===== src/source/dcache_pkg.sv =====
// geometry is fixed at 16 sets of 2 ways with 64-bit lines and the width localparams must be kept in step by hand
`default_nettype none

package dcache_pkg;

	// ======================================================================
	// cache geometry
	// ======================================================================

	localparam int ADDR_W     = 32;
	localparam int LINE_BYTES = 8;
	localparam int LINE_W     = LINE_BYTES * 8;
	localparam int OFFSET_W   = 3;
	localparam int SETS       = 16;
	localparam int INDEX_W    = 4;
	localparam int WAYS       = 2;
	localparam int WAY_W      = 1;
	localparam int TAG_W      = ADDR_W - INDEX_W - OFFSET_W;

	// any nonzero start value keeps the victim LFSR out of its lock-up state
	localparam logic [15:0] LFSR_SEED = 16'hace1;

	typedef logic [ADDR_W-1:0]     addr_t;
	typedef logic [TAG_W-1:0]      tag_t;
	typedef logic [INDEX_W-1:0]    index_t;
	typedef logic [WAY_W-1:0]      way_t;
	typedef logic [LINE_W-1:0]     line_t;
	typedef logic [LINE_BYTES-1:0] sel_t;

	// ======================================================================
	// bundles passed between the ports and the three internal blocks
	// ======================================================================

	// one CPU access always covers a whole line and sel picks the bytes to write
	typedef struct packed {
		logic  we;
		logic  nc;
		addr_t adr;
		sel_t  sel;
		line_t dat;
	} cpu_cmd_t;

	// memory transfers are whole lines so adr has its offset bits at zero
	typedef struct packed {
		logic  we;
		addr_t adr;
		line_t dat;
	} mem_cmd_t;

	// the latched request, already split so later stages never slice addresses
	typedef struct packed {
		tag_t   tag;
		index_t index;
		logic   we;
		logic   nc;
		sel_t   sel;
		line_t  dat;
	} req_fields_t;

	// what the ways report for the latched request
	typedef struct packed {
		logic  hit;
		way_t  hit_way;
		line_t hit_data;
		way_t  victim_way;
		logic  victim_dirty;
		tag_t  victim_tag;
		line_t victim_data;
	} lookup_t;

	// one line write into the ways, which also sets the valid bit
	typedef struct packed {
		logic   en;
		way_t   way;
		index_t index;
		tag_t   tag;
		line_t  data;
		logic   dirty;
	} array_wr_t;

	typedef enum logic [3:0] {
		IDLE, LOOKUP, DECIDE, WB_REQ, WB_DROP, FILL_REQ, FILL_DROP,
		UPDATE, NC_REQ, NC_DROP, RESPOND
	} ctrl_state_t;

endpackage

`default_nettype wire


===== src/source/dcache_req_decode.sv =====
// accepts one CPU request at a time and holds it until done_i, so the CPU must keep req high until ack
`timescale 1ns/1ns
`default_nettype none

module dcache_req_decode
	import dcache_pkg::*;
(
	input  wire           clk,
	input  wire           rst,
	input  wire           cpu_req_i,
	input  wire cpu_cmd_t cpu_cmd_i,
	input  wire           done_i,
	output req_fields_t   fields_o,
	output logic          start_o
);

	// ======================================================================
	// request acceptance
	// ======================================================================

	// high from the accepting edge until the controller reports done
	logic busy_q;
	logic accept;

	// a request is taken only while nothing is in flight
	assign accept = cpu_req_i && !busy_q;

	always_ff @(posedge clk or posedge rst) begin
		if (rst) begin
			busy_q  <= 1'b0;
			start_o <= 1'b0;
		end else begin
			// start is high for exactly the cycle after the latching edge
			start_o <= accept;
			if (accept) begin
				busy_q <= 1'b1;
			end else if (done_i) begin
				busy_q <= 1'b0;
			end
		end
	end

	// ======================================================================
	// command register and address split
	// ======================================================================

	// the fields stay frozen for the whole access because accept is masked by busy
	always_ff @(posedge clk) begin
		if (accept) begin
			fields_o.tag   <= cpu_cmd_i.adr[ADDR_W-1 -: TAG_W];
			fields_o.index <= cpu_cmd_i.adr[OFFSET_W +: INDEX_W];
			// the byte offset is dropped since every access moves a whole line
			fields_o.we    <= cpu_cmd_i.we;
			fields_o.nc    <= cpu_cmd_i.nc;
			fields_o.sel   <= cpu_cmd_i.sel;
			fields_o.dat   <= cpu_cmd_i.dat;
		end
	end

endmodule

`default_nettype wire


===== src/source/dcache_ways.sv =====
// snoop and invalidate-all drop modified lines without write-back and must not hit the set under lookup
`timescale 1ns/1ns
`default_nettype none

module dcache_ways
	import dcache_pkg::*;
(
	input  wire              clk,
	input  wire              rst,
	input  wire req_fields_t fields_i,
	input  wire              start_i,
	input  wire array_wr_t   wr_i,
	input  wire              snoop_v_i,
	input  wire addr_t       snoop_adr_i,
	input  wire              inv_all_i,
	output lookup_t          lookup_o
);

	// ======================================================================
	// storage
	// ======================================================================

	// tag and data memories per way
	tag_t  tag_mem  [WAYS][SETS];
	line_t data_mem [WAYS][SETS];

	// valid and modified bits per way, one bit per set
	logic [SETS-1:0] valid_q [WAYS];
	logic [SETS-1:0] dirty_q [WAYS];

	// synchronous read stage, loaded on start at the request index
	tag_t            rd_tag  [WAYS];
	line_t           rd_data [WAYS];
	logic [WAYS-1:0] rd_valid;
	logic [WAYS-1:0] rd_dirty;

	logic [15:0]     lfsr_q;
	index_t          snoop_index;
	tag_t            snoop_tag;
	logic [WAYS-1:0] snoop_match;
	logic            hit;
	way_t            hit_way;
	way_t            victim_way;
	lookup_t         lookup_d;

	// line writes from the controller, tags and data land together
	always_ff @(posedge clk) begin
		if (wr_i.en) begin
			tag_mem[wr_i.way][wr_i.index]  <= wr_i.tag;
			data_mem[wr_i.way][wr_i.index] <= wr_i.data;
		end
	end

	// the arrays are read once per request and then held for the compare
	always_ff @(posedge clk) begin
		if (start_i) begin
			for (int w = 0; w < WAYS; w++) begin
				rd_tag[w]  <= tag_mem[w][fields_i.index];
				rd_data[w] <= data_mem[w][fields_i.index];
			end
		end
	end

	// ======================================================================
	// snoop tag port
	// ======================================================================

	// a second read of the tag memory at the snoop index
	// so a snoop never competes with the request lookup
	assign snoop_index = snoop_adr_i[OFFSET_W +: INDEX_W];
	assign snoop_tag   = snoop_adr_i[ADDR_W-1 -: TAG_W];

	always_comb begin
		for (int w = 0; w < WAYS; w++) begin
			snoop_match[w] = snoop_v_i && valid_q[w][snoop_index]
				&& (tag_mem[w][snoop_index] == snoop_tag);
		end
	end

	// state bits, where later statements win when they touch the same bit
	always_ff @(posedge clk or posedge rst) begin
		if (rst) begin
			for (int w = 0; w < WAYS; w++) begin
				valid_q[w] <= '0;
				dirty_q[w] <= '0;
			end
			rd_valid <= '0;
			rd_dirty <= '0;
		end else begin
			if (start_i) begin
				for (int w = 0; w < WAYS; w++) begin
					rd_valid[w] <= valid_q[w][fields_i.index];
					rd_dirty[w] <= dirty_q[w][fields_i.index];
				end
			end
			// every controller write leaves a valid line behind
			if (wr_i.en) begin
				valid_q[wr_i.way][wr_i.index] <= 1'b1;
				dirty_q[wr_i.way][wr_i.index] <= wr_i.dirty;
			end
			for (int w = 0; w < WAYS; w++) begin
				if (snoop_match[w]) begin
					valid_q[w][snoop_index] <= 1'b0;
				end
			end
			// modified bits are left alone because victim_dirty is gated by valid
			if (inv_all_i) begin
				for (int w = 0; w < WAYS; w++) begin
					valid_q[w] <= '0;
				end
			end
		end
	end

	// ======================================================================
	// victim LFSR and compare
	// ======================================================================

	// taps 16, 14, 13 and 11 give a maximal length sequence
	always_ff @(posedge clk or posedge rst) begin
		if (rst) begin
			lfsr_q <= LFSR_SEED;
		end else begin
			lfsr_q <= {lfsr_q[14:0], lfsr_q[15] ^ lfsr_q[13] ^ lfsr_q[12] ^ lfsr_q[10]};
		end
	end

	always_comb begin
		hit     = 1'b0;
		hit_way = '0;
		for (int w = 0; w < WAYS; w++) begin
			if (rd_valid[w] && (rd_tag[w] == fields_i.tag)) begin
				hit     = 1'b1;
				hit_way = way_t'(w);
			end
		end
		// the LFSR only decides when every way is valid
		// and the downward loop leaves the lowest free way selected
		victim_way = way_t'(lfsr_q[WAY_W-1:0]);
		for (int w = WAYS - 1; w >= 0; w--) begin
			if (!rd_valid[w]) begin
				victim_way = way_t'(w);
			end
		end
	end

	always_comb begin
		lookup_d.hit          = hit;
		lookup_d.hit_way      = hit_way;
		lookup_d.hit_data     = rd_data[hit_way];
		lookup_d.victim_way   = victim_way;
		lookup_d.victim_dirty = rd_valid[victim_way] && rd_dirty[victim_way];
		lookup_d.victim_tag   = rd_tag[victim_way];
		lookup_d.victim_data  = rd_data[victim_way];
	end

	// registered compare, valid two cycles after start
	always_ff @(posedge clk) begin
		lookup_o <= lookup_d;
	end

endmodule

`default_nettype wire


===== src/source/dcache_resp_ctrl.sv =====
// non-cacheable writes store the whole line in memory and byte selects act only on cached lines
`timescale 1ns/1ns
`default_nettype none

module dcache_resp_ctrl
	import dcache_pkg::*;
(
	input  wire              clk,
	input  wire              rst,
	input  wire req_fields_t fields_i,
	input  wire              start_i,
	input  wire lookup_t     lookup_i,
	output array_wr_t        wr_o,
	output logic             done_o,
	input  wire              cpu_req_i,
	output logic             cpu_ack_o,
	output line_t            cpu_rdata_o,
	output logic             mem_req_o,
	input  wire              mem_ack_i,
	input  wire line_t       mem_rdata_i,
	output mem_cmd_t         mem_cmd_o
);

	ctrl_state_t state_q;
	ctrl_state_t state_d;
	// lookup result frozen in DECIDE since the victim LFSR keeps moving
	lookup_t     lk_q;
	// line returned by memory on a fill or a non-cacheable read
	line_t       line_q;
	line_t       base_line;
	line_t       merged_line;
	addr_t       req_line_adr;
	mem_cmd_t    fill_cmd;
	mem_cmd_t    cmd_d;
	line_t       resp_d;
	logic        mem_req_d;
	logic        cpu_ack_d;
	logic        load_cmd;
	logic        load_line;
	logic        load_resp;

	assign req_line_adr = {fields_i.tag, fields_i.index, {OFFSET_W{1'b0}}};

	always_comb begin
		fill_cmd     = '0;
		fill_cmd.adr = req_line_adr;
	end

	// ======================================================================
	// line merge and array write
	// ======================================================================

	// a hit starts from the stored line and a miss from the fill data
	always_comb begin
		base_line   = lk_q.hit ? lk_q.hit_data : line_q;
		merged_line = base_line;
		if (fields_i.we) begin
			for (int b = 0; b < LINE_BYTES; b++) begin
				if (fields_i.sel[b]) begin
					merged_line[b*8 +: 8] = fields_i.dat[b*8 +: 8];
				end
			end
		end
	end

	// read hits leave the arrays untouched and keep their modified bit
	always_comb begin
		wr_o.en    = (state_q == UPDATE) && (fields_i.we || !lk_q.hit);
		wr_o.way   = lk_q.hit ? lk_q.hit_way : lk_q.victim_way;
		wr_o.index = fields_i.index;
		wr_o.tag   = fields_i.tag;
		wr_o.data  = merged_line;
		wr_o.dirty = fields_i.we;
	end

	// the decode block frees up on the same edge that drops ack
	assign done_o = (state_q == RESPOND) && !cpu_req_i;

	// ======================================================================
	// state machine
	// ======================================================================

	always_comb begin
		state_d   = state_q;
		mem_req_d = mem_req_o;
		cpu_ack_d = cpu_ack_o;
		load_cmd  = 1'b0;
		cmd_d     = fill_cmd;
		load_line = 1'b0;
		load_resp = 1'b0;
		resp_d    = line_q;
		case (state_q)
			IDLE: begin
				// non-cacheable requests skip the arrays entirely
				if (start_i && fields_i.nc) begin
					state_d   = NC_REQ;
					mem_req_d = 1'b1;
					load_cmd  = 1'b1;
					cmd_d     = '{we: fields_i.we, adr: req_line_adr, dat: fields_i.dat};
				end else if (start_i) begin
					state_d = LOOKUP;
				end
			end
			LOOKUP: begin
				state_d = DECIDE;
			end
			DECIDE: begin
				if (lookup_i.hit) begin
					state_d = UPDATE;
				end else if (lookup_i.victim_dirty) begin
					// the modified victim goes out before its slot is refilled
					state_d   = WB_REQ;
					mem_req_d = 1'b1;
					load_cmd  = 1'b1;
					cmd_d.we  = 1'b1;
					cmd_d.adr = {lookup_i.victim_tag, fields_i.index, {OFFSET_W{1'b0}}};
					cmd_d.dat = lookup_i.victim_data;
				end else begin
					state_d   = FILL_REQ;
					mem_req_d = 1'b1;
					load_cmd  = 1'b1;
				end
			end
			WB_REQ: begin
				if (mem_ack_i) begin
					state_d   = WB_DROP;
					mem_req_d = 1'b0;
				end
			end
			WB_DROP: begin
				// a new memory request waits for the old ack to fall
				if (!mem_ack_i) begin
					state_d   = FILL_REQ;
					mem_req_d = 1'b1;
					load_cmd  = 1'b1;
				end
			end
			FILL_REQ: begin
				if (mem_ack_i) begin
					state_d   = FILL_DROP;
					mem_req_d = 1'b0;
					load_line = 1'b1;
				end
			end
			FILL_DROP: begin
				if (!mem_ack_i) begin
					state_d = UPDATE;
				end
			end
			UPDATE: begin
				state_d   = RESPOND;
				cpu_ack_d = 1'b1;
				load_resp = 1'b1;
				resp_d    = merged_line;
			end
			NC_REQ: begin
				if (mem_ack_i) begin
					state_d   = NC_DROP;
					mem_req_d = 1'b0;
					load_line = 1'b1;
				end
			end
			NC_DROP: begin
				if (!mem_ack_i) begin
					state_d   = RESPOND;
					cpu_ack_d = 1'b1;
					load_resp = 1'b1;
				end
			end
			RESPOND: begin
				if (!cpu_req_i) begin
					state_d   = IDLE;
					cpu_ack_d = 1'b0;
				end
			end
			default: begin
				state_d = IDLE;
			end
		endcase
	end

	always_ff @(posedge clk or posedge rst) begin
		if (rst) begin
			state_q   <= IDLE;
			mem_req_o <= 1'b0;
			cpu_ack_o <= 1'b0;
		end else begin
			state_q   <= state_d;
			mem_req_o <= mem_req_d;
			cpu_ack_o <= cpu_ack_d;
		end
	end

	// mem_cmd_o only changes while mem_req_o is low, keeping it stable under req
	always_ff @(posedge clk) begin
		if (state_q == DECIDE) begin
			lk_q <= lookup_i;
		end
		if (load_cmd) begin
			mem_cmd_o <= cmd_d;
		end
		if (load_line) begin
			line_q <= mem_rdata_i;
		end
		if (load_resp) begin
			cpu_rdata_o <= resp_d;
		end
	end

endmodule

`default_nettype wire


===== src/source/dcache_top.sv =====
// one CPU request in flight, whole-line memory transfers, and snoops only while the cache is idle
`timescale 1ns/1ns
`default_nettype none

module dcache_top
	import dcache_pkg::*;
(
	input  wire           clk,
	input  wire           rst,
	// CPU port with four-phase req/ack
	input  wire           cpu_req_i,
	input  wire cpu_cmd_t cpu_cmd_i,
	output logic          cpu_ack_o,
	output line_t         cpu_rdata_o,
	// memory port with four-phase req/ack
	output logic          mem_req_o,
	output mem_cmd_t      mem_cmd_o,
	input  wire           mem_ack_i,
	input  wire line_t    mem_rdata_i,
	// single-cycle invalidation pulses
	input  wire           snoop_v_i,
	input  wire addr_t    snoop_adr_i,
	input  wire           inv_all_i
);

	req_fields_t fields;
	logic        start;
	logic        done;
	lookup_t     lookup;
	array_wr_t   array_wr;

	// latches the request and splits the address
	dcache_req_decode u_decode (
		.clk       (clk),
		.rst       (rst),
		.cpu_req_i (cpu_req_i),
		.cpu_cmd_i (cpu_cmd_i),
		.done_i    (done),
		.fields_o  (fields),
		.start_o   (start)
	);

	// tag and data arrays with hit compare and victim choice
	dcache_ways u_ways (
		.clk         (clk),
		.rst         (rst),
		.fields_i    (fields),
		.start_i     (start),
		.wr_i        (array_wr),
		.snoop_v_i   (snoop_v_i),
		.snoop_adr_i (snoop_adr_i),
		.inv_all_i   (inv_all_i),
		.lookup_o    (lookup)
	);

	// miss handling and both handshakes
	dcache_resp_ctrl u_ctrl (
		.clk         (clk),
		.rst         (rst),
		.fields_i    (fields),
		.start_i     (start),
		.lookup_i    (lookup),
		.wr_o        (array_wr),
		.done_o      (done),
		.cpu_req_i   (cpu_req_i),
		.cpu_ack_o   (cpu_ack_o),
		.cpu_rdata_o (cpu_rdata_o),
		.mem_req_o   (mem_req_o),
		.mem_ack_i   (mem_ack_i),
		.mem_rdata_i (mem_rdata_i),
		.mem_cmd_o   (mem_cmd_o)
	);

endmodule

`default_nettype wire


===== config.mk =====
export PLATFORM = sky130hd
export DESIGN_NAME = dcache_top
export DESIGN_NICKNAME = d
export VERILOG_FILES = /design/src/source/dcache_pkg.sv /design/src/source/dcache_req_decode.sv /design/src/source/dcache_ways.sv /design/src/source/dcache_resp_ctrl.sv /design/src/source/dcache_top.sv
export SDC_FILE = /design/constraint.sdc
export NUM_CORES = 2
export LEC_CHECK = 0
export BUFFER_PORTS_ARGS = -buffer_cell sky130_fd_sc_hd__buf_2
export CORE_AREA = 2 2 430 858
export CTS_CLUSTER_DIAMETER = 150
export DETAILED_ROUTE_END_ITERATION = 6
export DIE_AREA = 0 0 432 860
export SETUP_SLACK_MARGIN = 0.2
export SYNTH_ARGS = -nofsm -noshare
export SYNTH_HDL_FRONTEND = slang
export SYNTH_SLANG_ARGS = --single-unit

===== constraint.sdc =====
create_clock -name clk -period 8.4 [get_ports clk]
set_input_delay 2.1 -clock clk [delete_from_list [all_inputs] [get_ports clk]]
set_output_delay 2.1 -clock clk [all_outputs]
set_load 0.05 [all_outputs]

== Word-level counts from Yosys, hierarchy flattened ==
Memories as Yosys holds them, arrays and structs flattened. A register that Yosys moved wholly into a read port is not among the register bits.
Cells that the tools add are included.

* Bitwise gates (word level): 10
* Order comparisons: 10
* Muxes and demuxes: 102
* Equal/unequal tests: 25
* Reduce and logical (&&, ||, !) cells: 28

{| class="wikitable"
|+ Operators with widths
! cell !! count
|-
| 2-to-1 mux 1024 bit || 1
|-
| binary-select mux 64 bit (select 4 bit) || 2
|-
| 2-to-1 mux 64 bit || 8
|-
| binary-select mux 25 bit (select 4 bit) || 4
|-
| 2-to-1 mux 400 bit || 1
|-
| 2-to-1 mux 97 bit || 3
|-
| demux 64 bit (select 4 bit) || 1
|-
| 2-to-1 mux 25 bit || 9
|-
| case mux 97 bit (2 select lines) || 1
|-
| demux 25 bit (select 4 bit) || 1
|-
| equality test 25 bit || 4
|-
| 2-to-1 mux 32 bit || 2
|-
| 2-to-1 mux 8 bit || 8
|-
| 2-to-1 mux 16 bit || 3
|-
| case mux 4 bit (11 select lines) || 1
|-
| 2-to-1 mux 4 bit || 10
|-
| AND 16 bit || 2
|-
| bitwise mux 32 bit || 1
|-
| 2-to-1 mux 1 bit || 32
|-
| OR 32 bit || 1
|-
| binary-select mux 1 bit (select 4 bit) || 6
|-
| demux 16 bit (select 1 bit) || 1
|-
| equality test 4 x 3 -> 1 bit, second input constant || 4
|-
| != test 2 bit, second input constant || 8
|-
| 33 further kinds || 61
|}

* Memories: 4
* Bits in registers: 491
* Output and inout port bits: 163
* Memory bits (writable): 3026
* Logic and storage cells: 210

{| class="wikitable"
|+ Memory list
! name !! depth !! bits a word !! read ports !! clocked after Yosys merged registers in !! write ports !! line !! text
|-
| u_ways.data_mem || 2 || 1024 || 2 || 0 || 1 || dcache_ways.sv:25 || <nowiki>line_t data_mem [WAYS][SETS];</nowiki>
|-
| u_ways.tag_mem || 2 || 400 || 2 || 0 || 1 || dcache_ways.sv:24 || <nowiki>tag_t tag_mem [WAYS][SETS];</nowiki>
|-
| u_ways.rd_data || 2 || 64 || 2 || 2 || 2 || dcache_ways.sv:33 || <nowiki>line_t rd_data [WAYS];</nowiki>
|-
| u_ways.rd_tag || 2 || 25 || 3 || 1 || 2 || dcache_ways.sv:32 || <nowiki>tag_t rd_tag [WAYS];</nowiki>
|}

== Logic depth before layout (Yosys ltp) ==
* Word-level depth: 11
* Gate-level depth with buffers: 14

== Cells and area by module ==
Synthesis repeated with hierarchy kept, for this count alone.

* Cell total of the unflattened synthesis: 6923
* Area total of the unflattened synthesis: 145998.8 um^2

{| class="wikitable"
|+ By module, submodules not included
! module !! area each (um^2) !! cells an instance !! instances
|-
| dcache_ways || 129574.3 || 5856 || 1
|-
| dcache_resp_ctrl || 13262.7 || 958 || 1
|-
| dcache_req_decode || 3161.8 || 109 || 1
|}

== Worst setup path before layout ==
No wires, ideal clock.

* Path type: register to register
* From: reg u_decode.start_o
* To: reg u_ctrl.mem_cmd_o[0] (netlist name)
* Buffers on the path: 1
* Setup time: 0.679 ns
* Path slack: -0.275 ns
* Clock period less this slack: 8.675 ns
* Stages on the path, launching flop included: 6
* Arrival time: 7.996 ns
* Required time: 7.721 ns
* Cells stage by stage: dfrtp_1 -> clkbuf_1 -> nand3b_1 -> nor4_1 -> a31oi_1 -> o21ai_0

* Word-level cells in the longest chain between the ends: 3

{| class="wikitable"
|+ RTL lines
! item !! line !! text
|-
| from (decl) || dcache_req_decode.sv:14 || <nowiki>output logic start_o</nowiki>
|-
| from (signal assigned) || dcache_req_decode.sv:34 || <nowiki>start_o <= accept;</nowiki>
|-
| logical AND 1 bit || dcache_resp_ctrl.sv:95 || <nowiki>if (start_i && fields_i.nc) begin</nowiki>
|-
| 2-to-1 mux 1 bit || dcache_resp_ctrl.sv:95 ||
|-
| case mux 1 bit (3 select lines) || dcache_resp_ctrl.sv:92 || <nowiki>case (state_q)</nowiki>
|-
| via u_ctrl.load_cmd || dcache_resp_ctrl.sv:38 || <nowiki>logic load_cmd;</nowiki>
|}

The timed path passes the listed nets, and every way through them passes these cells.
A chain may end at the register's enable or synchronous reset.

== Final worst setup path ==
* From: in snoop_adr_i[4]
* To: reg u_ways.valid_q[14] in the netlist's numbering

* Word-level cells in the longest chain between the ends: 8
* Elaborated cells between the ends (all ways): 18
* Those cells by class: 2 x order compare; 1 x eq/ne; 9 x mux; 3 x bitwise; 3 x reduce/logical

{| class="wikitable"
|+ RTL lines
! item !! line !! text
|-
| from (decl) || dcache_top.sv:22 || <nowiki>input wire addr_t snoop_adr_i,</nowiki>
|-
| inverter 4 -> 5 bit (not written as such) (tied with other cells) || dcache_ways.sv:76 || <nowiki>&& (tag_mem[w][snoop_index] == snoop_tag);</nowiki>
|-
| binary-select mux 25 bit (select 4 bit) / logical AND 1 bit (equally long branches) || dcache_ways.sv:76, dcache_ways.sv:103 ||
|-
| 2-to-1 mux 25 bit (not written as such) / 2-to-1 mux 1 bit (equally long branches) || dcache_ways.sv:76, dcache_ways.sv:103 ||
|-
| 2-to-1 mux 25 bit (not written as such) / demux 1 bit (select 4 bit) (equally long branches) || -- ||
|-
| equality test 25 bit / inverter 16 bit (equally long branches) || -- ||
|-
| logical AND 1 bit / AND 16 bit (equally long branches) || -- ||
|-
| 2-to-1 mux 16 bit (*) || dcache_ways.sv:102 || <nowiki>if (snoop_match[w]) begin</nowiki>
|-
| 2-to-1 mux 32 bit (*) || dcache_ways.sv:107 || <nowiki>if (inv_all_i) begin</nowiki>
|-
| to (signal, indexed assignment) || dcache_ways.sv:84 || <nowiki>valid_q[w] <= '0;</nowiki>
|-
| to (signal, indexed assignment) || dcache_ways.sv:103 || <nowiki>valid_q[w][snoop_index] <= 1'b0;</nowiki>
|-
| to (signal, indexed assignment) || dcache_ways.sv:109 || <nowiki>valid_q[w] <= '0;</nowiki>
|-
| to (decl) || dcache_ways.sv:28 || <nowiki>logic [SETS-1:0] valid_q [WAYS];</nowiki>
|}

Every way passes the cells marked *; elsewhere a longest branch is shown, timed or not. The select of a mux whose other input is x is not followed.

==> flow_results.xml <==
<?xml version="1.0" encoding="UTF-8"?>
<metrics>
  <group name="synth">
    <metric name="synth_area" unit="um^2">145300</metric>
    <metric name="post-synth-top-area-cell" unit="">sky130_fd_sc_hd__edfxtp_1</metric>
    <metric name="leading_post_synthesis_cells_by_cell_area" unit="">sky130_fd_sc_hd__edfxtp_1 71%, sky130_fd_sc_hd__mux4_2 16%, sky130_fd_sc_hd__dfxtp_1 2.2%</metric>
    <metric name="synth_top_flop_cell" unit="">sky130_fd_sc_hd__edfxtp_1</metric>
    <metric name="synth_warnings" unit="">0</metric>
    <metric name="syn_inst" unit="">6885</metric>
    <metric name="synth-async-reset-ratio" unit="%">2.509</metric>
    <metric name="synth-seq-cells" unit="">3667</metric>
    <metric name="synth_top_area_share" unit="%">70.65</metric>
    <metric name="synth-edff-count" unit="">3418</metric>
    <metric name="ys_seq_area_share" unit="%">74.40</metric>
    <metric name="syn_area_per_cell" unit="um^2">21.10</metric>
    <metric name="yosysUniqueCellTypes" unit="">92</metric>
  </group>
  <group name="grt">
    <metric name="grt_start_max_net_pins" unit="">141</metric>
    <metric name="gr-total-overflow" unit="">0</metric>
    <metric name="track_usage" unit="%">23.97</metric>
    <metric name="grt_pass1_vias" unit="">77370</metric>
    <metric name="antenna_found_initial" unit="">31</metric>
    <metric name="grt_pass1_wl" unit="um">618100</metric>
  </group>
  <group name="route">
    <metric name="vias_per_cell" unit="">6.030</metric>
    <metric name="antenna_violating_nets_post_route" unit="">0</metric>
    <metric name="detail_route.wirelength" unit="um">451100</metric>
    <metric name="drt-wirelength-per-cell" unit="um">36.21</metric>
    <metric name="number_of_iterations_in_the_first_detailed_routing_pass" unit="">7</metric>
    <metric name="route.vias.total" unit="">75110</metric>
    <metric name="detail_route.iter0.violations" unit="">8767</metric>
    <metric name="route.detailed.drc" unit="">23</metric>
  </group>
  <group name="finish">
    <metric name="area_growth_synth_to_finish" unit="%">13.49</metric>
    <metric name="share_of_cells_above_drive_strength_1" unit="%">31.40</metric>
    <metric name="final_common_cell" unit="">sky130_fd_sc_hd__edfxtp_1</metric>
    <metric name="layout.filler_cells" unit="">30490</metric>
    <metric name="layout.cell_area.non_filler" unit="um^2">164900</metric>
    <metric name="most_frequent_cells_in_the_layout" unit="">3418 x sky130_fd_sc_hd__edfxtp_1, 1022 x sky130_fd_sc_hd__mux4_2, 545 x sky130_fd_sc_hd__nand2_1</metric>
    <metric name="final-seq-area" unit="um^2">108100</metric>
    <metric name="multi_input_comb_area" unit="um^2">35770</metric>
    <metric name="nNetsFinal" unit="">7652</metric>
  </group>
  <group name="floorplanning">
    <metric name="core.rowCount" unit="">314</metric>
    <metric name="die_area" unit="um^2">371500</metric>
    <metric name="die_height" unit="um">860</metric>
    <metric name="io-pin-count" unit="">371</metric>
    <metric name="fp.dieW" unit="um">432</metric>
    <metric name="floorplan.core_area" unit="um^2">365000</metric>
    <metric name="start_util" unit="%">39.80</metric>
  </group>
  <group name="run">
    <metric name="drv.max_cap_violation_count" unit="">0</metric>
  </group>
  <group name="worst_setup_path">
    <metric name="crit_arrival" unit="ns">6.65</metric>
    <metric name="timing.critical_path.to_type" unit="">register</metric>
    <metric name="crit_fanout" unit="">75</metric>
    <metric name="setup.worst_path.start_class" unit="">input pin</metric>
    <metric name="path_class" unit="">in -&gt; reg</metric>
    <metric name="worst-endpoint-required" unit="ns">9.20</metric>
  </group>
  <group name="clock_tree">
    <metric name="numClockSinks" unit="">3667</metric>
    <metric name="cts_buffers" unit="">335</metric>
    <metric name="post_cts_hold_buffer_count" unit="">0</metric>
    <metric name="ctsHtreeMaxLevel" unit="">5</metric>
    <metric name="cts.clk_slew.worst_paths" unit="ns">0.07</metric>
    <metric name="cts_buffer_depth" unit="">4</metric>
    <metric name="clock-root-buffer" unit="">sky130_fd_sc_hd__clkbuf_16</metric>
    <metric name="post_cts_repair_resize_count" unit="">0</metric>
    <metric name="worst_skew_pair.late_latency" unit="ns">0.95</metric>
    <metric name="cts_tree" unit="">built</metric>
    <metric name="cts_post_setup_buffers_inserted" unit="">0</metric>
  </group>
  <group name="place">
    <metric name="detailedPlacementHpwl" unit="um">261300</metric>
    <metric name="post_dp_cell_area" unit="um^2">153900</metric>
    <metric name="finalWeightedCongestion" unit="">0.9784</metric>
    <metric name="portBuffers" unit="">361</metric>
  </group>
  <group name="timing">
    <metric name="fin_crit_sh" unit="%">69.64</metric>
    <metric name="slew_headroom" unit="%">11.99</metric>
    <metric name="post-route-min-period" unit="ns">5.850</metric>
    <metric name="maxSlewViolCount" unit="">0</metric>
    <metric name="fin_tns_setup" unit="ns">0</metric>
    <metric name="worstMarginPinSlew" unit="ns">1.320</metric>
    <metric name="rsz0062_at_grt" unit="">false</metric>
    <metric name="final-hold-violation-count" unit="">0</metric>
    <metric name="setup_violations" unit="">0</metric>
    <metric name="max_freq" unit="MHz">170.9</metric>
    <metric name="clock-skew-final" unit="ns">0.07414</metric>
  </group>
  <group name="power_and_ir_drop">
    <metric name="max-vdd-ir-drop" unit="uV">295.8</metric>
    <metric name="p_leak" unit="nW">53.50</metric>
    <metric name="pwr_density_cell" unit="nW/um^2">248.8</metric>
  </group>
  <group name="status">
    <metric name="status" unit="">complete, but fails checks</metric>
    <metric name="violations_in_the_final_reports" unit="">design-rule violations</metric>
  </group>
  <group name="worst_hold_path">
    <metric name="hold_path.class" unit="">reg -&gt; reg</metric>
  </group>
</metrics>
flip-flops by register name, summed over array words and instances (netlist names), 50 cells and up:
register,flops
u_ctrl.cpu_rdata_o,64
u_ctrl.line_q,64
u_ctrl.lk_q,67
u_ctrl.mem_cmd_o,94
u_decode.fields_o,103
u_ways.data_mem,2048
u_ways.lookup_o,157
u_ways.rd_data,128
u_ways.rd_tag,50
u_ways.tag_mem,800
layout make-up:
cell class,count,area share (%)
Tap cell,4740,3.597
Timing Repair Buffer,611,2.441
Antenna cell,8,0.01214
Sequential cell,3667,65.56
Multi-Input combinational cell,2796,21.69
Clock inverter,157,0.9767
Clock buffer,444,5.628
Inverter,33,0.08576
power breakdown:
part	leakage (nW)	total [W]	switching, W	internal, W
combinational	15.0	0.00409	0.00305	0.00103
sequential	33.3	0.0214	0.000328	0.0211
clock	5.29	0.0155	0.00690	0.00862
worst paths after layout:
| check | startpoint | endpoint | slack, ns | cells after the start |
|---|---|---|---|---|
| min in group asynchronous | rst | u_ways.lfsr_q[1] | 1.16 | 2 |
| worst max-delay path | snoop_adr_i[4] | u_ways.valid_q[14] | 2.55 | 11 |
| worst min-delay path | u_ways.lfsr_q[2] | u_ways.lfsr_q[3] | 0.35 | 0 |
| worst max register to register | u_ctrl.state_q[2] | u_ways.tag_mem[1][1] | 3.68 | 7 |
| worst min register to register | u_ways.lfsr_q[2] | u_ways.lfsr_q[3] | 0.35 | 0 |
| max in group asynchronous | rst | u_decode.start_o | 5.71 | 3 |
cell families after synthesis:
logic type	count (synthesis)	synth area share, %
buf+inv	424	1.400
xor+xnor	104	0.6270
mux	1442	19.11
flops	3667	74.40
other cells	1	0.002581
compound gates	417	2.038
simple gates	830	2.417
per-stage QoR:
step / power [W] / setup slack, ns / hold WS [ns] / utilization, % / cells
2_1_floorplan: 0.02422 / 1.169 / 0.3312 / - / 6887
3_3_place_gp: 0.02579 / 1.787 / 0.3313 / 42.16 / 11850
3_5_place_dp: 0.02588 / 1.749 / 0.3384 / 42.16 / 11850
4_1_cts: 0.04127 / 2.719 / 0.3536 / 45.14 / 12450
5_1_grt: 0.04210 / 2.602 / 0.3515 / 45.17 / 12450
6_report: 0.04102 / 2.550 / 0.3508 / 45.17 / 12460
synth_stat cells (68+ instances only):
cell and count:
sky130_fd_sc_hd__buf_1 68, sky130_fd_sc_hd__mux4_2 1022, sky130_fd_sc_hd__edfxtp_1 3418, sky130_fd_sc_hd__nand2_1 545, sky130_fd_sc_hd__clkbuf_1 235, sky130_fd_sc_hd__mux2_2 150, sky130_fd_sc_hd__a21oi_1 99, sky130_fd_sc_hd__mux2i_1 248
sky130_fd_sc_hd__nor2_1 137, sky130_fd_sc_hd__dfrtp_1 84, sky130_fd_sc_hd__dfxtp_1 157, sky130_fd_sc_hd__a22o_1 72
critical path, stage by stage:
cell                       delay, ns
sky130_fd_sc_hd__buf_8          0.48
sky130_fd_sc_hd__buf_4          0.49
sky130_fd_sc_hd__mux4_2         0.56
sky130_fd_sc_hd__mux2i_1        0.20
sky130_fd_sc_hd__mux2i_1        0.15
sky130_fd_sc_hd__xor2_1         0.27
sky130_fd_sc_hd__nor3_2         0.53
sky130_fd_sc_hd__o211ai_2       0.20
sky130_fd_sc_hd__nor4b_4        1.02
sky130_fd_sc_hd__buf_4          0.28
sky130_fd_sc_hd__a21oi_2        0.06
per-layer routing:
| layer | vias up | routed length (um) | track usage (%) |
|---|---|---|---|
| li1 | 29670 | - | - |
| met1 | 40710 | 159400 | 28.44 |
| met2 | 3724 | 230600 | 41.56 |
| met3 | 997 | 31670 | 3.729 |
| met4 | 8 | 29270 | 13.37 |
| met5 | - | 62 | 0 |
No activity file was read; power rests on OpenSTA's default activity.
